**config.mk**
```make
export PLATFORM = sky130hd
export DESIGN_NAME = msx_slots
export DESIGN_NICKNAME = d
export VERILOG_FILES = /design/src/msx_pkg.sv /design/src/slot_expander.sv /design/src/msx2_ram_mapper.sv /design/src/cart_konami.sv /design/src/cart_ascii16.sv /design/src/msx_slots.sv
export VERILOG_INCLUDE_DIRS = /design/src
export SDC_FILE = /design/constraint.sdc
export NUM_CORES = 1
export LEC_CHECK = 0
export BUFFER_PORTS_ARGS = -buffer_cell sky130_fd_sc_hd__clkbuf_2
export CAP_MARGIN = 0
export CORE_AREA = 4 4 535 537
export DETAILED_ROUTE_END_ITERATION = 8
export DIE_AREA = 0 0 539 541
export PLACE_DENSITY = 0.3
export SETUP_SLACK_MARGIN = 0.2
export SYNTH_ARGS = -nofsm -noshare
export SYNTH_HDL_FRONTEND = slang
export SYNTH_HIERARCHICAL = 1
export SYNTH_SLANG_ARGS = --single-unit
```
**constraint.sdc**
```tcl
create_clock -name clk -period 19.7 [get_ports clk]
set_input_delay 3.94 -clock clk [delete_from_list [all_inputs] [get_ports clk]]
set_output_delay 3.94 -clock clk [all_outputs]
set_load 0.02 [all_outputs]
```
**src/msx_cfg.svh**
```systemverilog
`ifndef MSX_CFG_SVH
`define MSX_CFG_SVH

// Memory side address width
`define MSX_ADDR_W 27

// Mapper offset widths
`define MSX_ROM_W 25
`define MSX_RAM_MAP_W 22

// Offset bits inside one 16 kB block
`define MSX_BLOCK_W 14

// Slot layout and RAM region table depths
`define MSX_LAYOUT_N 64
`define MSX_LOOKUP_N 16

// Subslot expander register address
`define MSX_EXP_ADDR 16'hFFFF

// Filler put on the memory address when nothing is mapped
`define MSX_UNMAPPED_ADDR 16'hDEAD

`endif

```
**src/msx_pkg.sv**
```systemverilog
`include "msx_cfg.svh"

package msx_pkg;

   // Mapping algorithm of one 16 kB block
   typedef enum logic [2:0] {
      MAPPER_UNUSED,
      MAPPER_NONE,
      MAPPER_LINEAR,
      MAPPER_RAM,
      MAPPER_KONAMI,
      MAPPER_ASCII16
   } mapper_typ_t;

   // One slot layout entry
   typedef struct packed {
      mapper_typ_t mapper;
      logic [3:0]  ref_ram;     // Index into lookup table
      logic [1:0]  offset_ram;  // Block offset inside region
   } block_t;

   // RAM region descriptor
   typedef struct packed {
      logic [`MSX_ADDR_W-1:0] addr;
      logic [15:0]            size;  // In 16 kB units
      logic                   ro;
   } lookup_ram_t;

   typedef struct packed {
      logic [3:0] slot_expander_en;  // One per primary slot
      logic [7:0] ram_size;          // RAM mapper segments, power of two
   } bios_config_t;

   // CPU bus as seen by the mappers
   typedef struct packed {
      logic [15:0] addr;
      logic [7:0]  dout;
      logic        rd;
      logic        wr;
      logic        mreq;
      logic        iorq;
      logic        m1;
   } cpu_bus_t;

endpackage

```
**src/slot_expander.sv**
```systemverilog
`timescale 1ns/1ps
`include "msx_cfg.svh"

module slot_expander (
   input  logic              clk,
   input  logic              reset,
   input  msx_pkg::cpu_bus_t bus,
   input  logic [1:0]        active_slot,
   input  logic [3:0]        expander_en,
   output logic [7:0]        subslot_reg,
   output logic              exp_hit,
   output logic [7:0]        dout
);

   logic [7:0] slot_reg [4];  // One per primary slot

   // FFFF decodes only in a slot with its expander on
   assign exp_hit = bus.mreq && (bus.addr == `MSX_EXP_ADDR) && expander_en[active_slot];

   always_ff @(posedge clk) begin
      if (reset) begin
         for (int i = 0; i < 4; i++)
            slot_reg[i] <= 8'h00;
      end else if (exp_hit && bus.wr) begin
         slot_reg[active_slot] <= bus.dout;
      end
   end

   assign subslot_reg = slot_reg[active_slot];

   // Readback is inverted on real hardware
   assign dout = (exp_hit && bus.rd) ? ~slot_reg[active_slot] : 8'hFF;

   // A slot without an expander always maps through subslot 0
   a_plain_slot_sub0 : assert property (
      @(posedge clk) disable iff (reset)
      !expander_en[active_slot] |-> (subslot_reg == 8'h00)
   );

endmodule

```
**src/msx2_ram_mapper.sv**
```systemverilog
`timescale 1ns/1ps
`include "msx_cfg.svh"

module msx2_ram_mapper (
   input  logic                      clk,
   input  logic                      reset,
   input  msx_pkg::cpu_bus_t         bus,
   input  logic                      en,
   input  logic [7:0]                segment_count,
   output logic [`MSX_RAM_MAP_W-1:0] mapper_addr,
   output logic [7:0]                dout
);

   logic [7:0] segment [4];
   logic [7:0] seg_mask;
   logic [1:0] block;
   logic       io_sel;

   // Ports FC..FF, M1 low excludes interrupt acknowledge
   assign io_sel = en && bus.iorq && !bus.m1 && (bus.addr[7:2] == 6'b111111);

   always_ff @(posedge clk) begin
      if (reset) begin
         segment[0] <= 8'd3;
         segment[1] <= 8'd2;
         segment[2] <= 8'd1;
         segment[3] <= 8'd0;
      end else if (io_sel && bus.wr) begin
         segment[bus.addr[1:0]] <= bus.dout;
      end
   end

   assign seg_mask = segment_count - 8'd1;
   assign block    = bus.addr[15:14];

   // Segment picks the 16 kB page
   assign mapper_addr = {segment[block] & seg_mask, bus.addr[`MSX_BLOCK_W-1:0]};

   // Unimplemented high bits read back as ones
   assign dout = (io_sel && bus.rd) ? (segment[bus.addr[1:0]] | ~seg_mask) : 8'hFF;

endmodule

```
**src/cart_konami.sv**
```systemverilog
`timescale 1ns/1ps
`include "msx_cfg.svh"

module cart_konami (
   input  logic                  clk,
   input  logic                  reset,
   input  msx_pkg::cpu_bus_t     bus,
   input  logic                  cs,
   input  logic [`MSX_ROM_W-1:0] rom_size,
   output logic [`MSX_ROM_W-1:0] mem_addr,
   output logic                  mem_unmaped
);

   logic [7:0] bank [4];  // 8 kB pages at 4000, 6000, 8000, A000
   logic [2:0] page;
   logic       in_window;

   assign in_window = (bus.addr[15:14] == 2'b01) || (bus.addr[15:14] == 2'b10);
   assign page      = bus.addr[15:13] - 3'd2;

   always_ff @(posedge clk) begin
      if (reset) begin
         bank[0] <= 8'd0;
         bank[1] <= 8'd1;
         bank[2] <= 8'd2;
         bank[3] <= 8'd3;
      end else if (cs && bus.mreq && bus.wr && in_window && page[1:0] != 2'd0) begin
         bank[page[1:0]] <= bus.dout;  // Page 0 is fixed
      end
   end

   // Wraps at ROM size
   assign mem_addr = `MSX_ROM_W'({bank[page[1:0]], bus.addr[12:0]}) & (rom_size - 1'b1);

   assign mem_unmaped = cs & ~in_window;

   a_addr_in_rom : assert property (
      @(posedge clk) disable iff (reset)
      (cs && rom_size != '0) |-> (mem_addr < rom_size)
   );

endmodule

```
**src/cart_ascii16.sv**
```systemverilog
`timescale 1ns/1ps
`include "msx_cfg.svh"

module cart_ascii16 (
   input  logic                  clk,
   input  logic                  reset,
   input  msx_pkg::cpu_bus_t     bus,
   input  logic                  cs,
   input  logic [`MSX_ROM_W-1:0] rom_size,
   output logic [`MSX_ROM_W-1:0] mem_addr,
   output logic                  mem_unmaped
);

   logic [7:0] bank [2];  // 4000 and 8000 windows
   logic       in_window;
   logic       bank_wr;

   assign in_window = (bus.addr[15:14] == 2'b01) || (bus.addr[15:14] == 2'b10);
   assign bank_wr   = cs && bus.mreq && bus.wr;

   // 6000-67FF and 7000-77FF
   always_ff @(posedge clk) begin
      if (reset) begin
         bank[0] <= 8'd0;
         bank[1] <= 8'd0;
      end else if (bank_wr && bus.addr[15:11] == 5'b01100) begin
         bank[0] <= bus.dout;
      end else if (bank_wr && bus.addr[15:11] == 5'b01110) begin
         bank[1] <= bus.dout;
      end
   end

   // A15 tells the two windows apart
   assign mem_addr = `MSX_ROM_W'({bank[bus.addr[15]], bus.addr[`MSX_BLOCK_W-1:0]})
                   & (rom_size - 1'b1);

   assign mem_unmaped = cs & ~in_window;

endmodule

```
**src/msx_slots.sv**
```systemverilog
`timescale 1ns/1ps
`include "msx_cfg.svh"

module msx_slots (
   input  logic                         clk,
   input  logic                         reset,
   input  logic [15:0]                  cpu_addr,
   input  logic [7:0]                   cpu_dout,
   output logic [7:0]                   cpu_din,
   input  logic                         cpu_wr,
   input  logic                         cpu_rd,
   input  logic                         cpu_mreq,
   input  logic                         cpu_iorq,
   input  logic                         cpu_m1,
   input  logic [1:0]                   active_slot,
   output logic [`MSX_ADDR_W-1:0]       ram_addr,
   output logic [7:0]                   ram_din,
   input  logic [7:0]                   ram_dout,
   output logic                         ram_rnw,
   output logic                         sdram_ce,
   output logic                         bram_ce,
   input  logic [1:0]                   sdram_size,
   input  msx_pkg::block_t              slot_layout [`MSX_LAYOUT_N],
   input  msx_pkg::lookup_ram_t         lookup_ram [`MSX_LOOKUP_N],
   input  msx_pkg::bios_config_t        bios_config
);

   import msx_pkg::*;

   cpu_bus_t                  bus;
   block_t                    blk;
   lookup_ram_t               region;
   logic [7:0]                subslot_reg;
   logic [1:0]                block;
   logic [1:0]                subslot;
   logic [5:0]                layout_id;
   logic [`MSX_ROM_W-1:0]     rom_size;
   logic [`MSX_ADDR_W-1:0]    none_addr;
   logic [`MSX_ADDR_W-1:0]    linear_addr;
   logic [`MSX_ADDR_W-1:0]    map_off;
   logic [`MSX_RAM_MAP_W-1:0] ram_map_addr;
   logic [`MSX_ROM_W-1:0]     konami_addr;
   logic [`MSX_ROM_W-1:0]     ascii16_addr;
   logic                      konami_unmaped;
   logic                      ascii16_unmaped;
   logic                      exp_hit;
   logic                      mem_unmaped;
   logic                      mem_ok;
   logic [7:0]                exp_dout;
   logic [7:0]                ram_map_dout;

   assign bus = '{addr: cpu_addr, dout: cpu_dout, rd: cpu_rd, wr: cpu_wr,
                  mreq: cpu_mreq, iorq: cpu_iorq, m1: cpu_m1};

   slot_expander exp_i (
      .clk         (clk),
      .reset       (reset),
      .bus         (bus),
      .active_slot (active_slot),
      .expander_en (bios_config.slot_expander_en),
      .subslot_reg (subslot_reg),
      .exp_hit     (exp_hit),
      .dout        (exp_dout)
   );

   // Two subslot bits per block
   assign block     = cpu_addr[15:14];
   assign subslot   = subslot_reg[{block, 1'b0} +: 2];
   assign layout_id = {active_slot, subslot, block};
   assign blk       = slot_layout[layout_id];
   assign region    = lookup_ram[blk.ref_ram];
   assign rom_size  = `MSX_ROM_W'(region.size) << `MSX_BLOCK_W;

   assign none_addr   = `MSX_ADDR_W'(cpu_addr[`MSX_BLOCK_W-1:0])
                      + (`MSX_ADDR_W'(blk.offset_ram) << `MSX_BLOCK_W);
   assign linear_addr = `MSX_ADDR_W'(cpu_addr)
                      & ((`MSX_ADDR_W'(region.size) << `MSX_BLOCK_W) - 1'b1);

   msx2_ram_mapper ram_map_i (
      .clk           (clk),
      .reset         (reset),
      .bus           (bus),
      .en            ((blk.mapper == MAPPER_RAM) | cpu_iorq),  // Ports answer in any slot
      .segment_count (bios_config.ram_size),
      .mapper_addr   (ram_map_addr),
      .dout          (ram_map_dout)
   );

   cart_konami konami_i (
      .clk         (clk),
      .reset       (reset),
      .bus         (bus),
      .cs          (blk.mapper == MAPPER_KONAMI),
      .rom_size    (rom_size),
      .mem_addr    (konami_addr),
      .mem_unmaped (konami_unmaped)
   );

   cart_ascii16 ascii16_i (
      .clk         (clk),
      .reset       (reset),
      .bus         (bus),
      .cs          (blk.mapper == MAPPER_ASCII16),
      .rom_size    (rom_size),
      .mem_addr    (ascii16_addr),
      .mem_unmaped (ascii16_unmaped)
   );

   assign mem_unmaped = konami_unmaped | ascii16_unmaped | exp_hit;

   always_comb begin
      case (blk.mapper)
         MAPPER_NONE:    map_off = none_addr;
         MAPPER_LINEAR:  map_off = linear_addr;
         MAPPER_RAM:     map_off = `MSX_ADDR_W'(ram_map_addr);
         MAPPER_KONAMI:  map_off = `MSX_ADDR_W'(konami_addr);
         MAPPER_ASCII16: map_off = `MSX_ADDR_W'(ascii16_addr);
         default:        map_off = '0;
      endcase
   end

   assign ram_addr = mem_unmaped ? `MSX_ADDR_W'(`MSX_UNMAPPED_ADDR) : region.addr + map_off;
   assign ram_din  = cpu_dout;
   assign ram_rnw  = ~cpu_wr & cpu_mreq;

   // Writes to read-only regions are dropped
   assign mem_ok = cpu_mreq && (cpu_rd || (cpu_wr && !region.ro))
                && (blk.mapper != MAPPER_UNUSED) && !mem_unmaped;

   assign sdram_ce = (sdram_size != 2'd0) & mem_ok;
   assign bram_ce  = (sdram_size == 2'd0) & mem_ok;

   // Idle sources sit at FF
   assign cpu_din = exp_dout
                  & ram_map_dout
                  & ((mem_unmaped || !cpu_mreq) ? 8'hFF : ram_dout);

   // A mapped access stays inside its RAM region
   a_in_region : assert property (
      @(posedge clk) disable iff (reset)
      (sdram_ce || bram_ce) |-> (32'(map_off) < (32'(region.size) << `MSX_BLOCK_W))
   );

endmodule

```
Word-level counts from Yosys, hierarchy flattened
Memory sizes are Yosys's and may differ from the RTL's. Index checks and enable logic that the tools add are counted.

Input port bits: 1335. Bits in read-only memories: 0. Output and inout bits: 46. Latch bits: 0. Word-level logic and storage cells: 125. RAM bits: 112. Bits in registers: 0. Memories: 4.

Memory list: exp_i.slot_reg (words 4, bits a word 8, rd ports 1, clocked after memory_dff 0, wr ports 4, RTL line slot_expander.sv:15) `logic [7:0] slot_reg [4];`; konami_i.bank (words 4, bits a word 8, rd ports 1, clocked after memory_dff 0, wr ports 4, RTL line cart_konami.sv:14) `logic [7:0] bank [4];`; ram_map_i.segment (words 4, bits a word 8, rd ports 2, clocked after memory_dff 0, wr ports 4, RTL line msx2_ram_mapper.sv:14) `logic [7:0] segment [4];`; ascii16_i.bank (words 2, bits a word 8, rd ports 1, clocked after memory_dff 0, wr ports 2, RTL line cart_ascii16.sv:14) `logic [7:0] bank [2];`.

Reduce and logical (&&, ||, !) cells: 35. Shift operators: 1. Equality and inequality tests: 11. Bitwise operators: 23. Div/mod/pow operators: 0. $add $sub $neg: 6. $mul: 0. Mux-type cells: 42. Magnitude comparators: 3.

Operator list (count): 44-bit binary-select mux with 4-bit select (1); 27-bit case mux with 5 select lines (1); 44-bit two-way mux (2); 8-bit two-way mux (8); 9-bit binary-select mux with 6-bit select (1); 27-bit adder (1); 16-bit by 27-bit bitwise AND with 27-bit output (1); 27-bit two-way mux (1); 27-bit by 1-bit subtractor with 27-bit output (second input constant) (1); 21-bit by 25-bit bitwise AND with 25-bit output (1); 22-bit by 25-bit bitwise AND with 25-bit output (1); 25-bit by 1-bit subtractor with 25-bit output (second input constant) (1); 8-bit bitwise AND (3); 8-bit OR reduction (3); 1-bit two-way mux (22); 1-bit logical AND (21); 9-bit two-way mux (2); 14-bit by 16-bit adder with 17-bit output (1); 16-bit == test (second input constant) (1); 8-bit NOT (2); 5-bit by 4-bit == test with 1-bit output (second input constant) (2); 8-bit bitwise OR (1); 8-bit by 4-bit variable part select with 2-bit output (1); 8-bit by 1-bit subtractor with 8-bit output (second input constant) (1); 22 further kinds (41).

Longest topological paths before layout
An unclocked memory read counts as a cell.

Word-level depth: 17. Mapped depth: 32. Depth with buffers taken out: 25.

By module
Netlist, hierarchy kept.

By module, submodules not included: msx_slots (sequential area each 0.0 µm², area an instance 13103.8 µm², cells each 1885, instances 1); slot_expander (sequential area each 960.9 µm², area an instance 2132.0 µm², cells each 167, instances 1); msx2_ram_mapper (sequential area each 960.9 µm², area an instance 2033.2 µm², cells each 151, instances 1); cart_konami (sequential area each 960.9 µm², area an instance 1929.4 µm², cells each 164, instances 1); cart_ascii16 (sequential area each 480.5 µm², area an instance 1263.7 µm², cells each 127, instances 1).

Worst setup path before layout
Ideal clock, no wire load.

Path kind: input port to output port. Start: input active_slot[0]. End: output ram_addr[26]. Path buffers: 6. Stages on the path: 29. Slack: 4.944 ns. Data required time: 15.760 ns. Arrival time: 10.816 ns. Cell sequence: buf_4 > buf_4 > mux4_2 > buf_2 > mux2i_1 > mux2_2 > mux2_2 > a22oi_1 > nand2_2 > buf_2 > buf_2 > buf_1 > nand2_1 > nand3_1 > a311oi_1 > a31oi_1 > or4_4 > or3_4 > or3_1 > a21oi_1 > mux2i_1 > o21ai_1 > ha_1 > or2_2 > a21oi_1 > a31oi_1 > a41oi_1 > a21bo_2 > mux2i_1.

RTL lines: start, declared (RTL line msx_slots.sv:15) `input logic [1:0] active_slot,`; end, declared (RTL line msx_slots.sv:16) `` output logic [`MSX_ADDR_W-1:0] ram_addr, ``.

==> summary by stage <==
Final layout
The finished cells cover roughly 31,000 um^2. Registers take 3360 um^2. The filler cells instantiated in the layout total between 30k and 40k. Cells with a size suffix above 1 make up 44.4% of the layout. The layout overhead on the synthesized area is 56.6%. In the final layout, the multi-input gates occupy 15,900 um^2. The total number of nets in the final design is roughly 5k.

Clock tree
The H-tree depth is 3. Counting the buffers created by CTS gives 9. The tree is rooted in a sky130_fd_sc_hd__clkbuf_16.

The longest clock path from root to sink contains 2 buffers. Gates resized during post-CTS repair numbered 0. The number of sinks on the clock net is 112.

The later pin in the worst-skew pair is clocked with a latency of 0.37 ns. The clock-pin slew on the worst setup and hold paths is 0.08 ns. The clock tree from TritonCTS is built. The buffer count from post-CTS setup fixing is 0. The number of hold-repair buffers added at the cts stage is 0.

Run status
The flow ran to the end, and the final reports show no timing, DRC or antenna violations.

GRT
The first global-routing pass estimated between 200,000 and 300,000 um of wire. The via count of the first global-routing pass is between 20k and 30k. The total global routing track utilization is 13.2%.

The initial antenna violation count is 110. For this run the aggregate overflow at the end of global routing stands at 0. The largest net degree at the start of global routing is 108.

Route
The detailed router finished its first iteration with 1,694 violations. The routed metal-1 wirelength is 88,100 um. The routed length on met2 is 99,000 um. After detailed routing, no signal wire sits above met5. After detailed routing, the number of vias per cell comes to 3.41. The routed design has between 200,000 and 250,000 um of wire. Wire segments on met3 add up to 12,400 um in the final route. The post-detailed-route count of antenna-violating nets is 0. The total DRC errors in the routed layout is 0.

The total number of vias is around 25k. The number of iterations in the first detailed-routing pass is 5. The post-detailed-route wirelength per cell is 27.4 um.

Place
In this run the tool buffered the top-level ports with around 1.3k buffer cells. The detailed placement HPWL is about 180,000 um. The placer congestion estimate is about 0.93. Summing all placed instances gives a cell area of 31,000 um^2.

Worst setup path
The worst setup path is launched from an input pin. The critical path class is input pin to primary output. The endpoint arrival time on the critical path is 13.50 ns. STA puts the critical path data required time at 15.76 ns. In this design, the stage delay of the slowest critical-path cell is approximately 1.1 ns. For this design, the slowest cell found on the critical path is sky130_fd_sc_hd__mux4_4. The sort of element at the end of the critical path is a primary output.

The cell type with the highest occurrence count on the critical path is sky130_fd_sc_hd__mux2i_1. In this run the critical register-to-register path is launched from exp_i/slot_reg[0][4]. The critical path starts at active_slot[1]. The largest fanout on the critical path is 43.

Logic synthesis
For this run, the number of Yosys warnings is 6. The average cell area after synthesis is slightly above 8 um^2. The number of instances in the synthesized netlist is 2,413. The post-synthesis cell area is 20,100 um^2.

STA
For the pin with the worst max-slew slack, the measured transition is 1.20 ns. Setup violations remaining at the end of the flow were counted as 0. Headroom to the max-slew limit came out at 19.3%. The number of hold violations in the final report was 0.

The timing-limited maximum frequency is 57.3 MHz. On the final layout, the worst clock skew is 0.0114 ns. After routing, the total negative slack on setup checks comes to 0 ns. Setup repair after global routing left no endpoint under its margin.

Of the available clock period, the critical path in the final layout requires 88.5%. The worst path needs 17.44 ns of the cycle, external delays included. The number of pins exceeding their max-slew limit in the final report came to 0.

Flow run
The count of max-cap constraint violations is 0.

Floorplanning
1,381 I/O pins were placed. The initial utilization of the core area, before any placement, comes to 7.13%. The die covers 292,000 um^2. The die height is 541 um.

In this run the standard cell core region covers between 200,000 and 300,000 um^2. After floorplanning, the core was divided into 195 placement rows. Measured along the x axis, the die boundary spans 539 um.

Worst hold path
The worst hold path begins at exp_i/slot_reg[1][2]. The path class of the tightest hold or removal check is flip-flop to flip-flop.

Power and ir drop
Summed over all cells, the static leakage comes to 13.3 nW. The maximum vdd drop is 36.2 uV. The power per unit of standard cell area is 70.4 nW/um^2.
final cells by class:
type | count | area share (%)
multi-input combinational | 2153 | 50.5
timing repair buffer | 1341 | 22.4
tap | 3743 | 14.9
sequential | 112 | 10.7
clock buffer | 9 | 0.717
inverter | 24 | 0.287
clock inverter | 7 | 0.251
antenna | 23 | 0.183
metrics by stage:
stage                     hold slack [ns]  power, W  util (%)  setup WS, ns  instances
final                                3.20   0.00221      11.2          2.26       7412
after global routing                 3.41   0.00238      11.1          1.62       7393
after CTS                            3.26   0.00230      11.1          1.81       7389
after detailed placement             3.22   0.00210      11.0          1.83       7373
after global placement               3.22   0.00210      11.0          1.79       7373
after floorplan                      2.15   0.00119         -          4.99       2539
critical path, delay by kind of cell:
kind,cells,cell delay [ns]
buffers and inverters,4,1.30
AND/OR/NAND/NOR,6,1.74
AO/OA/AOI/OAI,9,3.39
adder cells (fa/ha/maj),1,0.39
multiplexers,6,2.58
power breakdown:
part	internal, W	total, W	switching [W]	leakage [nW]
registers	0.000270	0.000273	0.00000292	1.14
clock network	0.000100	0.000193	0.0000929	0.144
logic	0.000581	0.00174	0.00116	12.0
cell usage in the layout (no fill, tap or decap), types with 28 or more instances in the layout:
master / n
sky130_fd_sc_hd__clkbuf_2: 1248
sky130_fd_sc_hd__and3_1: 67
sky130_fd_sc_hd__a31oi_1: 43
sky130_fd_sc_hd__and2_1: 78
sky130_fd_sc_hd__nor4_2: 31
sky130_fd_sc_hd__nor2b_1: 29
sky130_fd_sc_hd__conb_1: 129
sky130_fd_sc_hd__a21oi_1: 28
sky130_fd_sc_hd__nand3_1: 122
sky130_fd_sc_hd__buf_4: 84
sky130_fd_sc_hd__mux2_2: 29
sky130_fd_sc_hd__a311o_1: 30
sky130_fd_sc_hd__ha_1: 28
sky130_fd_sc_hd__mux2i_1: 160
sky130_fd_sc_hd__nand2_1: 648
sky130_fd_sc_hd__a311oi_1: 64
sky130_fd_sc_hd__edfxtp_1: 112
sky130_fd_sc_hd__o21ai_0: 46
sky130_fd_sc_hd__mux4_2: 156
sky130_fd_sc_hd__nor2_1: 59
sky130_fd_sc_hd__o211ai_1: 38
routing by layer:
layer	GRT usage (%)	up-vias
met1	17.0	12500
met4	1.11	40
met5	0	-
met3	2.59	174
met2	23.4	1121
li1	-	11500
final timing paths:
check	slack (ns)	cells past startpoint	to
max	2.26	26	ram_addr[26]
min	3.20	9	konami_i/bank[3][4]
max reg2reg	11.94	15	ram_map_i/segment[2][2]
min reg2reg	3.20	9	konami_i/bank[3][4]
Note: power is estimated with default switching activity, not from simulation.
